$ cat src/verilog/turf_link_pkg.sv
package turf_link_pkg;

    // One CIN or COUT symbol
    // Bit 3 goes on the wire first
    typedef logic [3:0] nybble_t;

    // One full link word, carried as eight nybbles
    typedef logic [31:0] word_t;

    // Nybble slot inside an 8-cycle frame
    typedef logic [2:0] frame_phase_t;

    // Nybbles that make up one word
    localparam int unsigned NYBBLES_PER_WORD = $bits(word_t) / $bits(nybble_t);

    // Phase that carries the last nybble of a word
    localparam frame_phase_t FRAME_LAST = frame_phase_t'(NYBBLES_PER_WORD - 1);

    // Idle pattern sent in both directions while there is no traffic
    // No rotation of it by 1 to 3 bits equals itself, so alignment is unique
    localparam word_t DEFAULT_TRAIN_SEQUENCE = 32'hA55A6996;

endpackage

$ cat src/verilog/turf_cmd_pkg.sv
package turf_cmd_pkg;

    // Register file address, eight entries
    typedef logic [2:0] reg_index_t;

    // Register payload
    typedef logic [23:0] reg_data_t;

    // Number of registers behind the executor
    localparam int unsigned NUM_REGS = 2 ** $bits(reg_index_t);

    // Command word as it arrives on CIN
    typedef struct packed {
        logic       write;
        logic [3:0] rsvd;
        reg_index_t index;
        reg_data_t  data;
    } cmd_t;

    // Response word as it leaves on COUT
    // Tag byte is write, four zeros, index, so it tops out at 87h
    // and can never look like the A5h leading byte of training
    typedef struct packed {
        logic       write;
        logic [3:0] zero;
        reg_index_t index;
        reg_data_t  data;
    } resp_t;

endpackage

$ cat src/verilog/turf_cin_sync.sv
module turf_cin_sync #(
    parameter turf_link_pkg::word_t TRAIN_SEQUENCE = turf_link_pkg::DEFAULT_TRAIN_SEQUENCE,
    parameter int unsigned          LOCK_COUNT     = 4,
    parameter int unsigned          FIFO_DEPTH     = 4
) (
    input  logic                   sysclk_i,
    input  logic                   reset_i,
    input  turf_link_pkg::nybble_t cin_i,
    input  logic                   credit_return_i,
    output logic                   cmd_push_o,
    output turf_cmd_pkg::cmd_t     cmd_o,
    output logic                   locked_o,
    output logic                   overflow_o
);

    import turf_link_pkg::*;
    import turf_cmd_pkg::*;

    localparam int unsigned NYB_W   = $bits(nybble_t);
    localparam int unsigned WORD_W  = $bits(word_t);
    // A word may end on any of the four bits of a nybble
    localparam int unsigned HIST_W  = WORD_W + NYB_W - 1;
    localparam int unsigned ALIGN_W = $clog2(NYB_W);
    localparam int unsigned CNT_W   = $clog2(LOCK_COUNT + 1);
    localparam int unsigned CRED_W  = $clog2(FIFO_DEPTH + 1);

    typedef enum logic [1:0] {
        S_HUNT,
        S_CHECK,
        S_LOCKED
    } sync_state_t;

    sync_state_t             state_q;
    // Older bits, the current nybble completes the history
    logic [HIST_W-NYB_W-1:0] hist_q;
    logic [HIST_W-1:0]       bit_hist;
    logic [NYB_W-1:0]        win_match;
    logic [ALIGN_W-1:0]      hunt_align;
    logic [ALIGN_W-1:0]      align_q;
    frame_phase_t            phase_q;
    logic [CNT_W-1:0]        match_cnt_q;
    logic [CRED_W-1:0]       credit_q;
    word_t                   cur_word;
    logic                    word_is_train;
    logic                    boundary;
    logic                    push_now;
    logic                    drop_now;

    // Newest bit sits at index 0
    assign bit_hist = {hist_q, cin_i};

    // Compare every candidate window against training in each cycle
    // and pick the lowest matching offset while hunting
    always_comb begin
        hunt_align = '0;
        for (int k = 0; k < NYB_W; k++) begin
            win_match[k] = (bit_hist[k +: WORD_W] == TRAIN_SEQUENCE);
        end
        for (int k = NYB_W - 1; k >= 0; k--) begin
            if (win_match[k]) begin
                hunt_align = ALIGN_W'(k);
            end
        end
    end

    // Word on the chosen alignment
    assign cur_word      = bit_hist[align_q +: WORD_W];
    assign word_is_train = win_match[align_q];
    // Cycle where the 8th nybble of a framed word is sampled
    assign boundary      = (phase_q == FRAME_LAST);

    // Only non-training words become commands once locked
    assign push_now = (state_q == S_LOCKED) && boundary && !word_is_train && (credit_q != '0);
    assign drop_now = (state_q == S_LOCKED) && boundary && !word_is_train && (credit_q == '0);

    assign locked_o = (state_q == S_LOCKED);

    // Bit history and command payload
    always_ff @(posedge sysclk_i) begin
        hist_q <= bit_hist[HIST_W-NYB_W-1:0];
        if (push_now) begin
            cmd_o <= cmd_t'(cur_word);
        end
    end

    always_ff @(posedge sysclk_i) begin
        if (reset_i) begin
            state_q     <= S_HUNT;
            align_q     <= '0;
            phase_q     <= '0;
            match_cnt_q <= '0;
            credit_q    <= CRED_W'(FIFO_DEPTH);
            cmd_push_o  <= 1'b0;
            overflow_o  <= 1'b0;
        end else begin
            phase_q    <= phase_q + 1'b1;
            cmd_push_o <= push_now;
            // Sticky until reset
            if (drop_now) begin
                overflow_o <= 1'b1;
            end
            // Push and return in one cycle cancel out
            credit_q <= credit_q + CRED_W'(credit_return_i) - CRED_W'(push_now);
            case (state_q)
                S_HUNT: begin
                    if (|win_match) begin
                        // Restart the word boundary on this match
                        align_q     <= hunt_align;
                        phase_q     <= '0;
                        match_cnt_q <= CNT_W'(1);
                        state_q     <= (LOCK_COUNT <= 1) ? S_LOCKED : S_CHECK;
                    end
                end
                S_CHECK: begin
                    if (boundary) begin
                        if (word_is_train) begin
                            match_cnt_q <= match_cnt_q + 1'b1;
                            if (match_cnt_q + 1'b1 == CNT_W'(LOCK_COUNT)) begin
                                state_q <= S_LOCKED;
                            end
                        end else begin
                            // Any miss before lock starts the search over
                            state_q <= S_HUNT;
                        end
                    end
                end
                // Held until reset
                default: state_q <= S_LOCKED;
            endcase
        end
    end

    // Credits come back from the buffer, so they must never outnumber its slots
    a_credit_bound: assert property (
        @(posedge sysclk_i) disable iff (reset_i)
        credit_q <= CRED_W'(FIFO_DEPTH)
    ) else $error("cin_sync credit counter above FIFO_DEPTH");

endmodule

$ cat src/verilog/turf_cmd_fifo.sv
module turf_cmd_fifo #(
    parameter int unsigned FIFO_DEPTH = 4
) (
    input  logic               sysclk_i,
    input  logic               reset_i,
    input  logic               cmd_push_i,
    input  turf_cmd_pkg::cmd_t cmd_i,
    input  logic               cmd_pop_i,
    output logic               cmd_valid_o,
    output turf_cmd_pkg::cmd_t cmd_o,
    output logic               credit_return_o
);

    import turf_cmd_pkg::*;

    localparam int unsigned PTR_W = (FIFO_DEPTH > 1) ? $clog2(FIFO_DEPTH) : 1;
    localparam int unsigned CNT_W = $clog2(FIFO_DEPTH + 1);

    cmd_t             mem_q [FIFO_DEPTH];
    logic [PTR_W-1:0] wr_ptr_q;
    logic [PTR_W-1:0] rd_ptr_q;
    logic [CNT_W-1:0] count_q;
    logic             do_pop;

    // Wrap at FIFO_DEPTH, which need not be a power of two
    function automatic logic [PTR_W-1:0] ptr_next(input logic [PTR_W-1:0] ptr);
        return (ptr == PTR_W'(FIFO_DEPTH - 1)) ? '0 : ptr + 1'b1;
    endfunction

    // Show-ahead head, valid whenever something is stored
    assign cmd_valid_o = (count_q != '0);
    assign cmd_o       = mem_q[rd_ptr_q];
    assign do_pop      = cmd_pop_i && cmd_valid_o;

    // Storage
    always_ff @(posedge sysclk_i) begin
        if (cmd_push_i) begin
            mem_q[wr_ptr_q] <= cmd_i;
        end
    end

    always_ff @(posedge sysclk_i) begin
        if (reset_i) begin
            wr_ptr_q        <= '0;
            rd_ptr_q        <= '0;
            count_q         <= '0;
            credit_return_o <= 1'b0;
        end else begin
            if (cmd_push_i) begin
                wr_ptr_q <= ptr_next(wr_ptr_q);
            end
            if (do_pop) begin
                rd_ptr_q <= ptr_next(rd_ptr_q);
            end
            count_q         <= count_q + CNT_W'(cmd_push_i) - CNT_W'(do_pop);
            // One credit back to the receiver per freed slot
            credit_return_o <= do_pop;
        end
    end

    // Receiver credit accounting must keep a full buffer from seeing a push
    a_no_push_full: assert property (
        @(posedge sysclk_i) disable iff (reset_i)
        cmd_push_i |-> (count_q < CNT_W'(FIFO_DEPTH))
    ) else $error("cmd_fifo push while full");

    // Executor only pops a head it has been shown
    a_no_pop_empty: assert property (
        @(posedge sysclk_i) disable iff (reset_i)
        cmd_pop_i |-> cmd_valid_o
    ) else $error("cmd_fifo pop while empty");

endmodule

$ cat src/verilog/turf_cmd_executor.sv
module turf_cmd_executor #(
    parameter turf_link_pkg::word_t TRAIN_SEQUENCE = turf_link_pkg::DEFAULT_TRAIN_SEQUENCE
) (
    input  logic                   sysclk_i,
    input  logic                   reset_i,
    input  logic                   cmd_valid_i,
    input  turf_cmd_pkg::cmd_t     cmd_i,
    output logic                   cmd_pop_o,
    input  logic                   cout_train_i,
    output turf_link_pkg::nybble_t cout_o,
    output logic                   cout_frame_o
);

    import turf_link_pkg::*;
    import turf_cmd_pkg::*;

    localparam int unsigned NYB_W  = $bits(nybble_t);
    localparam int unsigned WORD_W = $bits(word_t);

    reg_data_t    regs_q [NUM_REGS];
    // Free-running frame position, 0 presents the first nybble
    frame_phase_t phase_q;
    word_t        shift_q;
    resp_t        resp;
    logic         frame_end;

    assign frame_end = (phase_q == FRAME_LAST);

    // One decision per frame, made on its last cycle
    // Forced training holds commands back in the buffer
    assign cmd_pop_o = frame_end && cmd_valid_i && !cout_train_i;

    // Response for the head command
    // Writes echo their data, reads return the stored value
    always_comb begin
        resp       = '0;
        resp.write = cmd_i.write;
        resp.index = cmd_i.index;
        resp.data  = cmd_i.write ? cmd_i.data : regs_q[cmd_i.index];
    end

    // Most significant nybble goes out first
    assign cout_o = shift_q[WORD_W-1 -: NYB_W];

    always_ff @(posedge sysclk_i) begin
        if (reset_i) begin
            phase_q      <= '0;
            shift_q      <= TRAIN_SEQUENCE;
            cout_frame_o <= 1'b0;
            for (int i = 0; i < NUM_REGS; i++) begin
                regs_q[i] <= '0;
            end
        end else begin
            phase_q      <= phase_q + 1'b1;
            // Marks the cycle that shows nybble 0 of the next frame
            cout_frame_o <= frame_end;
            if (frame_end) begin
                // Load next frame, a response or idle training
                shift_q <= cmd_pop_o ? word_t'(resp) : TRAIN_SEQUENCE;
            end else begin
                shift_q <= shift_q << NYB_W;
            end
            if (cmd_pop_o && cmd_i.write) begin
                regs_q[cmd_i.index] <= cmd_i.data;
            end
        end
    end

    // A pop closes a frame whose first nybble was marked seven cycles earlier
    a_pop_frame_edge: assert property (
        @(posedge sysclk_i) disable iff (reset_i)
        cmd_pop_o |-> $past(cout_frame_o, NYBBLES_PER_WORD - 1)
    ) else $error("cmd_executor pop outside last frame phase");

endmodule

$ cat src/verilog/turf_ctl_top.sv
module turf_ctl_top #(
    parameter turf_link_pkg::word_t TRAIN_SEQUENCE = turf_link_pkg::DEFAULT_TRAIN_SEQUENCE,
    parameter int unsigned          LOCK_COUNT     = 4,
    parameter int unsigned          FIFO_DEPTH     = 4
) (
    input  logic                   sysclk_i,
    input  logic                   reset_i,
    input  turf_link_pkg::nybble_t cin_i,
    input  logic                   cout_train_i,
    output turf_link_pkg::nybble_t cout_o,
    output logic                   cout_frame_o,
    output logic                   locked_o,
    output logic                   overflow_o
);

    import turf_cmd_pkg::*;

    // Receiver to buffer
    logic cmd_push;
    cmd_t cmd_rx;
    logic credit_return;

    // Buffer to executor
    logic cmd_valid;
    cmd_t cmd_head;
    logic cmd_pop;

    // CIN alignment, lock and command framing
    turf_cin_sync #(
        .TRAIN_SEQUENCE(TRAIN_SEQUENCE),
        .LOCK_COUNT    (LOCK_COUNT),
        .FIFO_DEPTH    (FIFO_DEPTH)
    ) u_cin_sync (
        .sysclk_i       (sysclk_i),
        .reset_i        (reset_i),
        .cin_i          (cin_i),
        .credit_return_i(credit_return),
        .cmd_push_o     (cmd_push),
        .cmd_o          (cmd_rx),
        .locked_o       (locked_o),
        .overflow_o     (overflow_o)
    );

    // Command queue, credits flow back to the receiver
    turf_cmd_fifo #(
        .FIFO_DEPTH(FIFO_DEPTH)
    ) u_cmd_fifo (
        .sysclk_i       (sysclk_i),
        .reset_i        (reset_i),
        .cmd_push_i     (cmd_push),
        .cmd_i          (cmd_rx),
        .cmd_pop_i      (cmd_pop),
        .cmd_valid_o    (cmd_valid),
        .cmd_o          (cmd_head),
        .credit_return_o(credit_return)
    );

    // Register file and COUT framing
    turf_cmd_executor #(
        .TRAIN_SEQUENCE(TRAIN_SEQUENCE)
    ) u_cmd_executor (
        .sysclk_i    (sysclk_i),
        .reset_i     (reset_i),
        .cmd_valid_i (cmd_valid),
        .cmd_i       (cmd_head),
        .cmd_pop_o   (cmd_pop),
        .cout_train_i(cout_train_i),
        .cout_o      (cout_o),
        .cout_frame_o(cout_frame_o)
    );

endmodule

$ cat config.mk
export PLATFORM = sky130hd
export DESIGN_NAME = turf_ctl_top
export DESIGN_NICKNAME = d
export VERILOG_FILES = /design/src/verilog/turf_link_pkg.sv /design/src/verilog/turf_cmd_pkg.sv /design/src/verilog/turf_cin_sync.sv /design/src/verilog/turf_cmd_fifo.sv /design/src/verilog/turf_cmd_executor.sv /design/src/verilog/turf_ctl_top.sv
export SDC_FILE = /design/constraint.sdc
export NUM_CORES = 1
export LEC_CHECK = 0
export BUFFER_PORTS_ARGS = -buffer_cell sky130_fd_sc_hd__buf_2
export CAP_MARGIN = 0
export CELL_PAD_IN_SITES_DETAIL_PLACEMENT = 0
export CELL_PAD_IN_SITES_GLOBAL_PLACEMENT = 1
export CORE_AREA = 2 2 190 192
export CTS_BUF_LIST = sky130_fd_sc_hd__clkbuf_8
export DETAILED_ROUTE_END_ITERATION = 12
export DIE_AREA = 0 0 192 194
export PLACE_DENSITY_LB_ADDON = 0.1
export SYNTH_ARGS = -nofsm -noshare
export SYNTH_HDL_FRONTEND = slang
export SYNTH_SLANG_ARGS = --single-unit
export TNS_END_PERCENT = 30
$ cat constraint.sdc
create_clock -name sysclk_i -period 4.51 [get_ports sysclk_i]
set_input_delay 0.2255 -clock sysclk_i [delete_from_list [all_inputs] [get_ports sysclk_i]]
set_output_delay 0.2255 -clock sysclk_i [all_outputs]
set_load 0.02 [all_outputs]
### After elaboration in Yosys (flattened, before gate mapping)

Memory sizes are Yosys's and may differ from the RTL's. A register that Yosys moved wholly into a read port is not among the register bits.
Index checks and enable logic that the tools add are counted.

| storage, ports and cells | value |
|---|---|
| memories kept | 2 |
| RAM bits | 320 |
| output and inout bits | 7 |
| input port bits | 7 |
| flip-flop bits (word level) | 122 |

| cells by class | value |
|---|---|
| shifts and indexed selects | 1 |
| $lt $le $gt $ge | 1 |
| add/sub/neg operators | 9 |
| multiplexer cells | 34 |
| eq/ne operators | 15 |
| reductions and logical operators | 21 |
| bitwise gates (word level) | 2 |

Memory list:

| memory | depth | bits a word | read ports | clocked after Yosys merged registers in | write ports | RTL line | RTL |
|---|---|---|---|---|---|---|---|
| u_cmd_executor.regs_q | 8 | 24 | 1 | 0 | 8 | turf_cmd_executor.sv:20 | `reg_data_t regs_q [NUM_REGS];` |
| u_cmd_fifo.mem_q | 4 | 32 | 1 | 1 | 1 | turf_cmd_fifo.sv:19 | `cmd_t mem_q [FIFO_DEPTH];` |

Operators by type and width:

| operator | number |
|---|---|
| $eq 32x32->1 const B | 4 |
| $mux 32 | 2 |
| $mux 24 | 2 |
| $shiftx 35x3->32 | 1 |
| $mux 2 | 12 |
| $reduce_or 24->1 | 1 |
| $mux 3 | 6 |
| $add 3x1->3 const B | 3 |
| $eq 3x3->1 const B | 3 |
| $mux 1 | 9 |
| $logic_and 1x1->1 | 8 |
| $add 3x1->3 | 2 |
| $eq 2x2->1 const B | 3 |
| $ne 2x1->1 const B | 3 |
| $pmux 3 s2 | 1 |
| $reduce_bool 3->1 | 2 |
| $sub 3x1->3 | 2 |
| $add 2x1->2 const B | 2 |
| $pmux 2 s2 | 1 |
| $reduce_and 4->1 | 1 |
| $reduce_or 4->1 | 1 |
| $logic_not 3->1 | 1 |
| $lt 2x3->1 const B | 1 |
| $ne 3x3->1 const B | 1 |
| 9 further kinds | 11 |

### Longest topological paths before layout

Gate-level depths: netlist (run 1).

| logic depth | value |
|---|---|
| depth after elaboration | 9 |
| mapped depth | 12 |
| depth with buffers taken out | 11 |

### By module

From an unflattened synthesis (run 1), not the netlist that was laid out.

| unflattened totals | value |
|---|---|
| cells, all modules | 1100 |
| area total of the unflattened synthesis | 18735.5 um^2 |

By module, submodules not included:

| module | area an instance (um^2) | instances | cells each |
|---|---|---|---|
| turf_cmd_executor | 10136.0 | 1 | 663 |
| turf_cmd_fifo | 5149.9 | 1 | 213 |
| turf_cin_sync | 3449.6 | 1 | 224 |

### Worst setup path after synthesis (run 1)

Ideal clock, no wire load.

| timing | value |
|---|---|
| path kind | register to register |
| from | register u_cin_sync.hist_q[7] |
| to | register u_cin_sync.credit_q[1] |
| buffers on the path | 1 |
| setup time | 0.125 ns |
| data arrival time | 4.691 ns |
| required time | 4.385 ns |
| setup slack | -0.306 ns |
| stages on the path, launching flop included | 12 |
| clock period less this slack | 4.816 ns |
| path through | dfxtp_1 and4bb_2 nand4b_1 nor4_1 or4_1 buf_4 nor3_1 ha_1 inv_1 ha_1 fa_1 nor2b_1 |

| on the way | value |
|---|---|
| word-level cells in the longest chain between the ends | 7 |

RTL lines:

| what | RTL line | RTL |
|---|---|---|
| start, declared | turf_cin_sync.sv:35 | `logic [HIST_W-NYB_W-1:0] hist_q;` |
| start signal, assigned | turf_cin_sync.sv:80 | `hist_q <= bit_hist[HIST_W-NYB_W-1:0];` |
| $eq 32x32->1 | turf_cin_sync.sv:57 | `win_match[k] = (bit_hist[k +: WORD_W] == TRAIN_SEQUENCE);` |
| $bmux 1 s2 (*) | turf_cin_sync.sv:68 | `assign word_is_train = win_match[align_q];` |
| $mux 1 (implied by the code) (*) | turf_cin_sync.sv:68 |  |
| $logic_not 1->1 (*) | turf_cin_sync.sv:73 | `assign push_now = (state_q == S_LOCKED) && boundary && !word_is_train && (credit_q != '0);` |
| $logic_and 1x1->1 (*) (2 in a row) | turf_cin_sync.sv:73 |  |
| net u_cin_sync.push_now | turf_cin_sync.sv:46 | `logic push_now;` |
| $sub 3x1->3 (*) | turf_cin_sync.sv:103 | `credit_q <= credit_q + CRED_W'(credit_return_i) - CRED_W'(push_now);` |
| end signal, assigned | turf_cin_sync.sv:92 | `credit_q <= CRED_W'(FIFO_DEPTH);` |
| end signal, assigned | turf_cin_sync.sv:103 |  |
| end signal, assigned | turf_cin_sync.sv:136 | `credit_q <= CRED_W'(FIFO_DEPTH)` |
| end, declared | turf_cin_sync.sv:42 | `logic [CRED_W-1:0] credit_q;` |

The timed path passes the listed nets; every way through them passes the cells marked *. The select of a mux whose other input is x is not followed.
A chain may end at the register's enable or synchronous reset.

### Worst setup path in the final report (run 1)

| timing | value |
|---|---|
| from | register u_cin_sync.hist_q[7] |
| to | register u_cin_sync.credit_q[2] |

The elaborated chain is that of the path after synthesis.

==> run_results.csv, run 1 <==
group,metric,value,unit
sta,clock_skew,23.2,ps
synth,synth-compound-area-share,6.09,%
cells_and_area,fin_area,0.0195,mm²
synth,synthXorXnorAreaFrac,0.202,%
critical_path,rr_worst_depth,11,
cells_and_area,multiInputGateArea,0.00516,mm²
route,num_vias,10300,
sta,rsz0062_at_grt,"no",
floorplanning,core_area,0.0352,mm²
worst_hold_path,hold_start,"cout_train_i",
synth,synth_mux_area_share,11.6,%
power,power,7.73,mW
synth,synth_top_cell_by_area,"edfxtp_1",
critical_path,slowest_stage,"or4_1",
route,drt-initial-drc-count,711,
synth,yosysTopAreaCellShare,57.5,%
floorplanning,die_w,192,µm
worst_hold_path,hold_class,"in2reg",
clock_tree,cts_sinks,424,
cells_and_area,fin_util,55.4,%
critical_path,critical_path.startpoint,"u_cin_sync.hist_q[7]",
sta,worst_pin_slew,1000,ps
critical_path,path_cells,"or4bb_1 > or4_1 > nor4_1 > or4_1 > nor3_4 > ha_1 > inv_1 > ha_1 > fa_1 > xnor2_1 > nand2b_1",
floorplanning,die_h,194,µm
clock_tree,h-tree-depth,3,
synth,synth_top_family_by_area,"multiplexers",
sta,fin_crit_sh,79.8,%
worst_hold_path,holdPathStages,4,
clock_tree,cts_made_buffers,74,
route,antenna_left,0,
synth,syn_area,0.0173,mm²
placement,place_area,0.0181,mm²
job,cap_violations,0,
synth,synthSimpleGateAreaFrac,10.5,%
global_route,grt_overflow,0,
route,vias_per_cell,5.62,
synth,synth.distinct_cells,59,
synth,ys_warn_count,0,
synth,synth_edf_count,332,
run_status,outcome,"complete, no violations",
synth,post_synth.cell_area_avg,13.9,µm²
clock_tree,cts_root_buf,"clkbuf_8",
cells_and_area,seq_area,0.0118,mm²
placement,gp_congestion,0.873,
sta,slew_headroom,32.9,%
route,wire_per_inst,22.5,µm
critical_path,arrival,4070,ps
route,finalWirelength,41.1,mm
power,ir_drop,191,µV
critical_path,crit_type,"reg2reg",
global_route,antenna_found_initial,0,
synth,syn_nets,1268,
floorplanning,core.rowCount,69,
global_route,grt_pass1_vias,10500,
floorplanning,start_util,49.2,%
sta,setup_viol,0,
global_route,grt_pass1_wl,62.6,mm
floorplanning,die_area,0.0372,mm²
critical_path,max_stage_delay,590,ps
synth,synth_seq_area_share,68.2,%
synth,synth_area_leaders,"edfxtp_1 (58%), dfxtp_1 (11%), mux4_2 (5.6%), nor2_1 (4.6%), mux2_2 (2.9%)",
sta,fin_tns_setup,0,ps
critical_path,crit_required,4980,ps
sta,timing.final.crit_period,3600,ps
floorplanning,ios,14,
critical_path,critPathTopFamily,"simple AND/OR/NAND/NOR gates",
critical_path,crit_cells,11,
power,p_per_area,396,mW/mm²
cells_and_area,nFillCells,2900,
critical_path,rr_startpoint,"u_cin_sync.hist_q[7]",
clock_tree,clkLatencyLatePin,600,ps
power,p_leak,6.78,nW
synth,ys_seq_elements,424,
critical_path,endpoint_kind,"flip-flop",
sta,hold_slack,81.5,ps
synth,netlist_instances,1244,
critical_path,worstPathMaxFanout,7,
cells_and_area,area_delta_synth_final,12.5,%
critical_path,path_buf_inv,1,
sta,maxSlewViolCount,0,
cells_and_area,fin_nets,1334,
critical_path,start_kind,"flip-flop",
synth,synthArstFlopShare,0,%
global_route,grt_usage,22.8,%
sta,hold_viol_final,0,
synth,synthAdderAreaFrac,1.31,%
sta,max_freq,0.278,GHz
global_route,grt_max_degree,39,
cells_and_area,drive_gt1_share,19.9,%
synth,synthFlopType,"edfxtp_1",
placement,port-buffer-count,13,
clock_tree,cts_tree,"yes",
placement,hpwl,24.8,mm
route,dr.pass1.iters,7,
clock_tree,clock_path_buffers,3,
clock_tree,cts_setup_buffers,0,
route,drc_errors,0,
clock_tree,clk_pin_slew,60,ps
power breakdown:
part / switching, mW / internal [mW] / leakage [nW]
sequential: 0.0484 / 4.28 / 4.00
combinational: 0.103 / 0.0713 / 1.99
clock: 1.50 / 1.72 / 0.789
per-layer routing:
| metal | wire length, µm | global-route usage [%] |
|---|---|---|
| met1 | 17000 | 29.3 |
| met4 | 1280 | 9.25 |
| met5 | 0 | 0 |
| met3 | 2200 | 4.29 |
| met2 | 20600 | 38.2 |
area by class of cell:
class                           instances  area share [%]
Clock inverter                         44           0.924
Antenna cell                            2          0.0257
Tap cell                              461            2.96
Timing Repair Buffer                   66            2.68
Multi-Input combinational cell        729            26.5
Clock buffer                           86            6.07
Inverter                               15           0.289
Sequential cell                       424            60.6
state kept, by name, indices dropped and copies added, names as in the netlist, named ones only:
signal	cells
u_cin_sync.cmd_push_o	1
u_cmd_executor.phase_q	3
u_cmd_fifo.mem_q	112
u_cmd_fifo.rd_ptr_q	2
u_cin_sync.align_q	2
u_cmd_fifo.count_q	3
u_cin_sync.cmd_o	28
u_cin_sync.credit_q	3
u_cin_sync.phase_q	3
u_cmd_fifo.wr_ptr_q	2
u_cmd_fifo.credit_return_o	1
u_cin_sync.match_cnt_q	3
u_cin_sync.state_q	2
u_cmd_executor.regs_q	192
u_cin_sync.hist_q	31
u_cin_sync.overflow_o	1
u_cmd_executor.shift_q	32
u_cmd_executor.cout_frame_o	1
cells in the final DEF (no fill, tap or decap), types with 4 or more instances in the layout:
master | Yosys | final
a211oi_1 | 7 | 7
a21oi_1 | 37 | 37
a221oi_1 | 12 | 12
a31o_2 | 10 | 10
and2_1 | 12 | 12
buf_12 | 0 | 4
buf_2 | 12 | 13
buf_4 | 5 | 45
clkbuf_8 | 0 | 86
clkinv_1 | 0 | 12
clkinv_2 | 0 | 6
dfxtp_1 | 92 | 90
dlygate4sd3_1 | 0 | 4
edfxtp_1 | 332 | 332
ha_1 | 15 | 15
inv_1 | 14 | 38
mux2_2 | 45 | 45
mux2i_1 | 43 | 42
mux4_1 | 4 | 4
mux4_2 | 43 | 43
nand2_1 | 84 | 84
nand2b_1 | 17 | 17
nand3_1 | 9 | 9
nor2_1 | 213 | 213
nor2b_1 | 13 | 13
nor3_1 | 9 | 8
nor4_1 | 5 | 5
o21ai_0 | 56 | 56
o21ai_1 | 20 | 20
o22ai_1 | 21 | 21
or4_1 | 4 | 4
xnor2_1 | 4 | 4
per-stage QoR:
step	cells	worst slack (ps)
global placement	1691	974
floorplan	1244	643
detailed placement	1691	981
global route	1825	721
CTS	1825	965
finish	1827	913
logic make-up after synthesis:
logic type / after synthesis
compound gates: 176
simple gates: 397
fa+ha+maj: 17
xor+xnor: 4
mux: 135
buf+inv: 91
flops: 424
worst reg2reg max path: stages, from the launching register on:
cell	delay [ps]
dfxtp_1	420
or4bb_1	530
or4_1	590
nor4_1	400
or4_1	350
nor3_4	60
ha_1	280
inv_1	30
ha_1	180
fa_1	400
xnor2_1	160
nand2b_1	60
cell usage after synthesis, drive strengths merged, types with 5 or more instances:
cell	count
nand2	84
mux4	47
mux2i	43
a221oi	12
nor4	6
a31o	10
and2	12
a21oi	37
or4	5
a211oi	8
nor3	11
inv	15
mux2	45
edfxtp	332
nor2b	13
clkbuf	50
buf	26
o22ai	21
nand3	9
o21ai	76
dfxtp	92
nand2b	17
nor2	213
ha	15
path summary, 6_finish.rpt:
check,to,slack [ps]
worst max-delay path,u_cin_sync.credit_q[2],910
worst min register to register,u_cin_sync.hist_q[30],360
worst max register to register,u_cin_sync.credit_q[2],910
worst min-delay path,flip-flop,80
what timing repair did:
action / in CTS / in global routing
endpoints found under the hold margin: 4 / 0
gates resized for setup: 0 / 0
hold buffers: 4 / 0
endpoints found under the setup margin: 0 / 0
Note: power is estimated with default switching activity, not from simulation.
==> run 2: changes to the inputs <==
- clock period: 4.51 -> 3.3 ns (I/O delays scaled with it)
==> run 2 against run 1 <==
Sequential power is 36% higher. Flip-flop and latch count unchanged. Critical path type unchanged. Die area did not move. Maximum frequency increased by 14%. Via count grew 1.6%. Clock power up 42%. Clock skew rose by 3.9 ps. First-iteration DRC count rose by 14%.
==> run_results.csv, run 2 (synthesis gave the netlist of run 1 again) <==
group,metric,value,unit
run_status,outcome,"complete, no violations",
route,drt-initial-drc-count,812,
critical_path,worstPathMaxFanout,4,
global_route,grt_max_degree,35,
cells_and_area,most-common-layout-cells,"edfxtp_1 (332), nor2_1 (213), buf_4 (100), clkbuf_8 (86), dfxtp_1 (85)",
floorplanning,core_area,0.0352,mm²
cells_and_area,largest_register_ffs,192,
clock_tree,clock_path_buffers,3,
floorplanning,start_util,49.2,%
sta,setup_viol,0,
critical_path,critPathTopFamily,"simple AND/OR/NAND/NOR gates",
sta,fin_crit_sh,95.8,%
job,cap_violations,0,
sta,timing.final.crit_period,3160,ps
cells_and_area,fin_area,0.0200,mm²
sta,max_freq,0.316,GHz
cells_and_area,area_delta_synth_final,15.5,%
cells_and_area,fin_nets,1385,
sta,clock_skew,27.0,ps
sta,fin_tns_setup,0,ps
power,p_leak,7.12,nW
critical_path,max_stage_delay,540,ps
clock_tree,clk_pin_slew,60,ps
clock_tree,cts_sinks,424,
global_route,grt_usage,22.7,%
placement,port-buffer-count,13,
critical_path,arrival,3620,ps
cells_and_area,diodes,0,
route,drc_errors,0,
sta,slew_headroom,35.1,%
critical_path,crit_required,3760,ps
clock_tree,cts_made_buffers,72,
critical_path,path_buf_inv,1,
floorplanning,ios,14,
placement,place_area,0.0185,mm²
route,finalWirelength,40.8,mm
sta,maxSlewViolCount,0,
floorplanning,die_w,192,µm
cells_and_area,layout_commonest_cell,"edfxtp_1",
placement,gp_congestion,0.821,
critical_path,crit_cells,10,
worst_hold_path,hold_class,"in2reg",
power,p_per_area,537,mW/mm²
placement,hpwl,25.4,mm
cells_and_area,fin_util,56.8,%
route,num_vias,10400,
global_route,antenna_found_initial,0,
critical_path,slowest_stage,"or4b_4",
floorplanning,die_h,194,µm
global_route,grt_pass1_vias,10800,
sta,hold_viol_final,0,
cells_and_area,top_regs,"u_cmd_executor.regs_q (192), u_cmd_fifo.mem_q (112), u_cmd_executor.shift_q (32)",
floorplanning,core.rowCount,69,
route,antenna_left,0,
clock_tree,h-tree-depth,3,
power,power,10.7,mW
clock_tree,clkLatencyLatePin,600,ps
cells_and_area,drive_gt1_share,24.1,%
cells_and_area,largest_register,"u_cmd_executor.regs_q",
clock_tree,cts_tree,"yes",
floorplanning,die_area,0.0372,mm²
critical_path,crit_type,"reg2reg",
critical_path,endpoint_kind,"flip-flop",
sta,rsz0062_at_grt,"no",
critical_path,crit_top_cell,"or4_4",
sta,hold_slack,74.6,ps
route,vias_per_cell,5.54,
worst_hold_path,holdPathStages,4,
critical_path,path_cells,"or4b_4 > or4_4 > nor4b_4 > or4_4 > nor3_4 > ha_1 > inv_1 > ha_2 > fa_2 > nor2b_1",
critical_path,rr_worst_depth,10,
global_route,grt_pass1_wl,63.2,mm
clock_tree,cts_root_buf,"clkbuf_8",
route,dr.pass1.iters,5,
global_route,grt_overflow,0,
sta,worst_pin_slew,962,ps
critical_path,start_kind,"flip-flop",
power,ir_drop,282,µV
route,wire_per_inst,21.7,µm
run 2: changes by cell type in the layout (fill, tap and decap cells not counted), moves of 5 or more:
cell / before / now
buf_4: 45 / 100
clkinv_1: 12 / 7
dfxtp_1: 90 / 85
dfxtp_2: 2 / 7
inv_1: 38 / 47
run 2: final cells by class:
type	count	area, µm²
fillers	2940	15200
flip-flops and latches	424	11800
multi-input cells	729	5240
clock buffers	86	1180
repair buffers	119	896
well taps	461	577
clock inverters	48	249
inverters	15	56.3
run 2: worst paths after layout:
kind,from,endpoint,slack [ps]
worst min register to register,u_cin_sync.hist_q[26],u_cin_sync.hist_q[30],370
worst max-delay path,u_cin_sync.hist_q[8],u_cin_sync.credit_q[1],140
worst max register to register,u_cin_sync.hist_q[8],u_cin_sync.credit_q[1],140
worst min-delay path,cout_train_i,u_cmd_executor.shift_q[3],70
run 2: routing by layer:
layer  up-vias  wire length, µm  global-route usage, %
met5         -                0                      0
met4         0             1140                   8.76
met3        79             2010                   3.98
met2       278            20600                   38.0
met1      5212            17000                   29.6
li1       4865                -                      -
run 2: worst reg2reg max path: cells and delay by family (launching register included):
family | cells | cell delay (ps)
buf+inv | 1 | 50
simple gates | 6 | 1770
fa+ha+maj | 3 | 870
flops | 1 | 320
run 2: power by group:
group          total (mW)  leakage, nW  internal (mW)  switching (mW)
registers            5.90         4.00           5.85          0.0491
logic               0.280         2.26          0.117           0.163
clock network        4.57        0.849           2.52            2.05
run 2: what timing repair did:
action / CTS / global route
endpoints found under the hold margin: 4 / 0
resized for setup: 0 / 6
endpoints found under the setup margin: 0 / 2
hold buffers: 4 / 0
buffers inserted: 0 / 2
run 2: stage by stage:
step | setup WS (ps) | std cells
2_1_floorplan | -64.3 | 1244
3_3_place_gp | 73.3 | 1742
3_5_place_dp | 60.7 | 1742
4_1_cts | 27.5 | 1880
5_1_grt | 8.78 | 1882
6_report | 138 | 1882
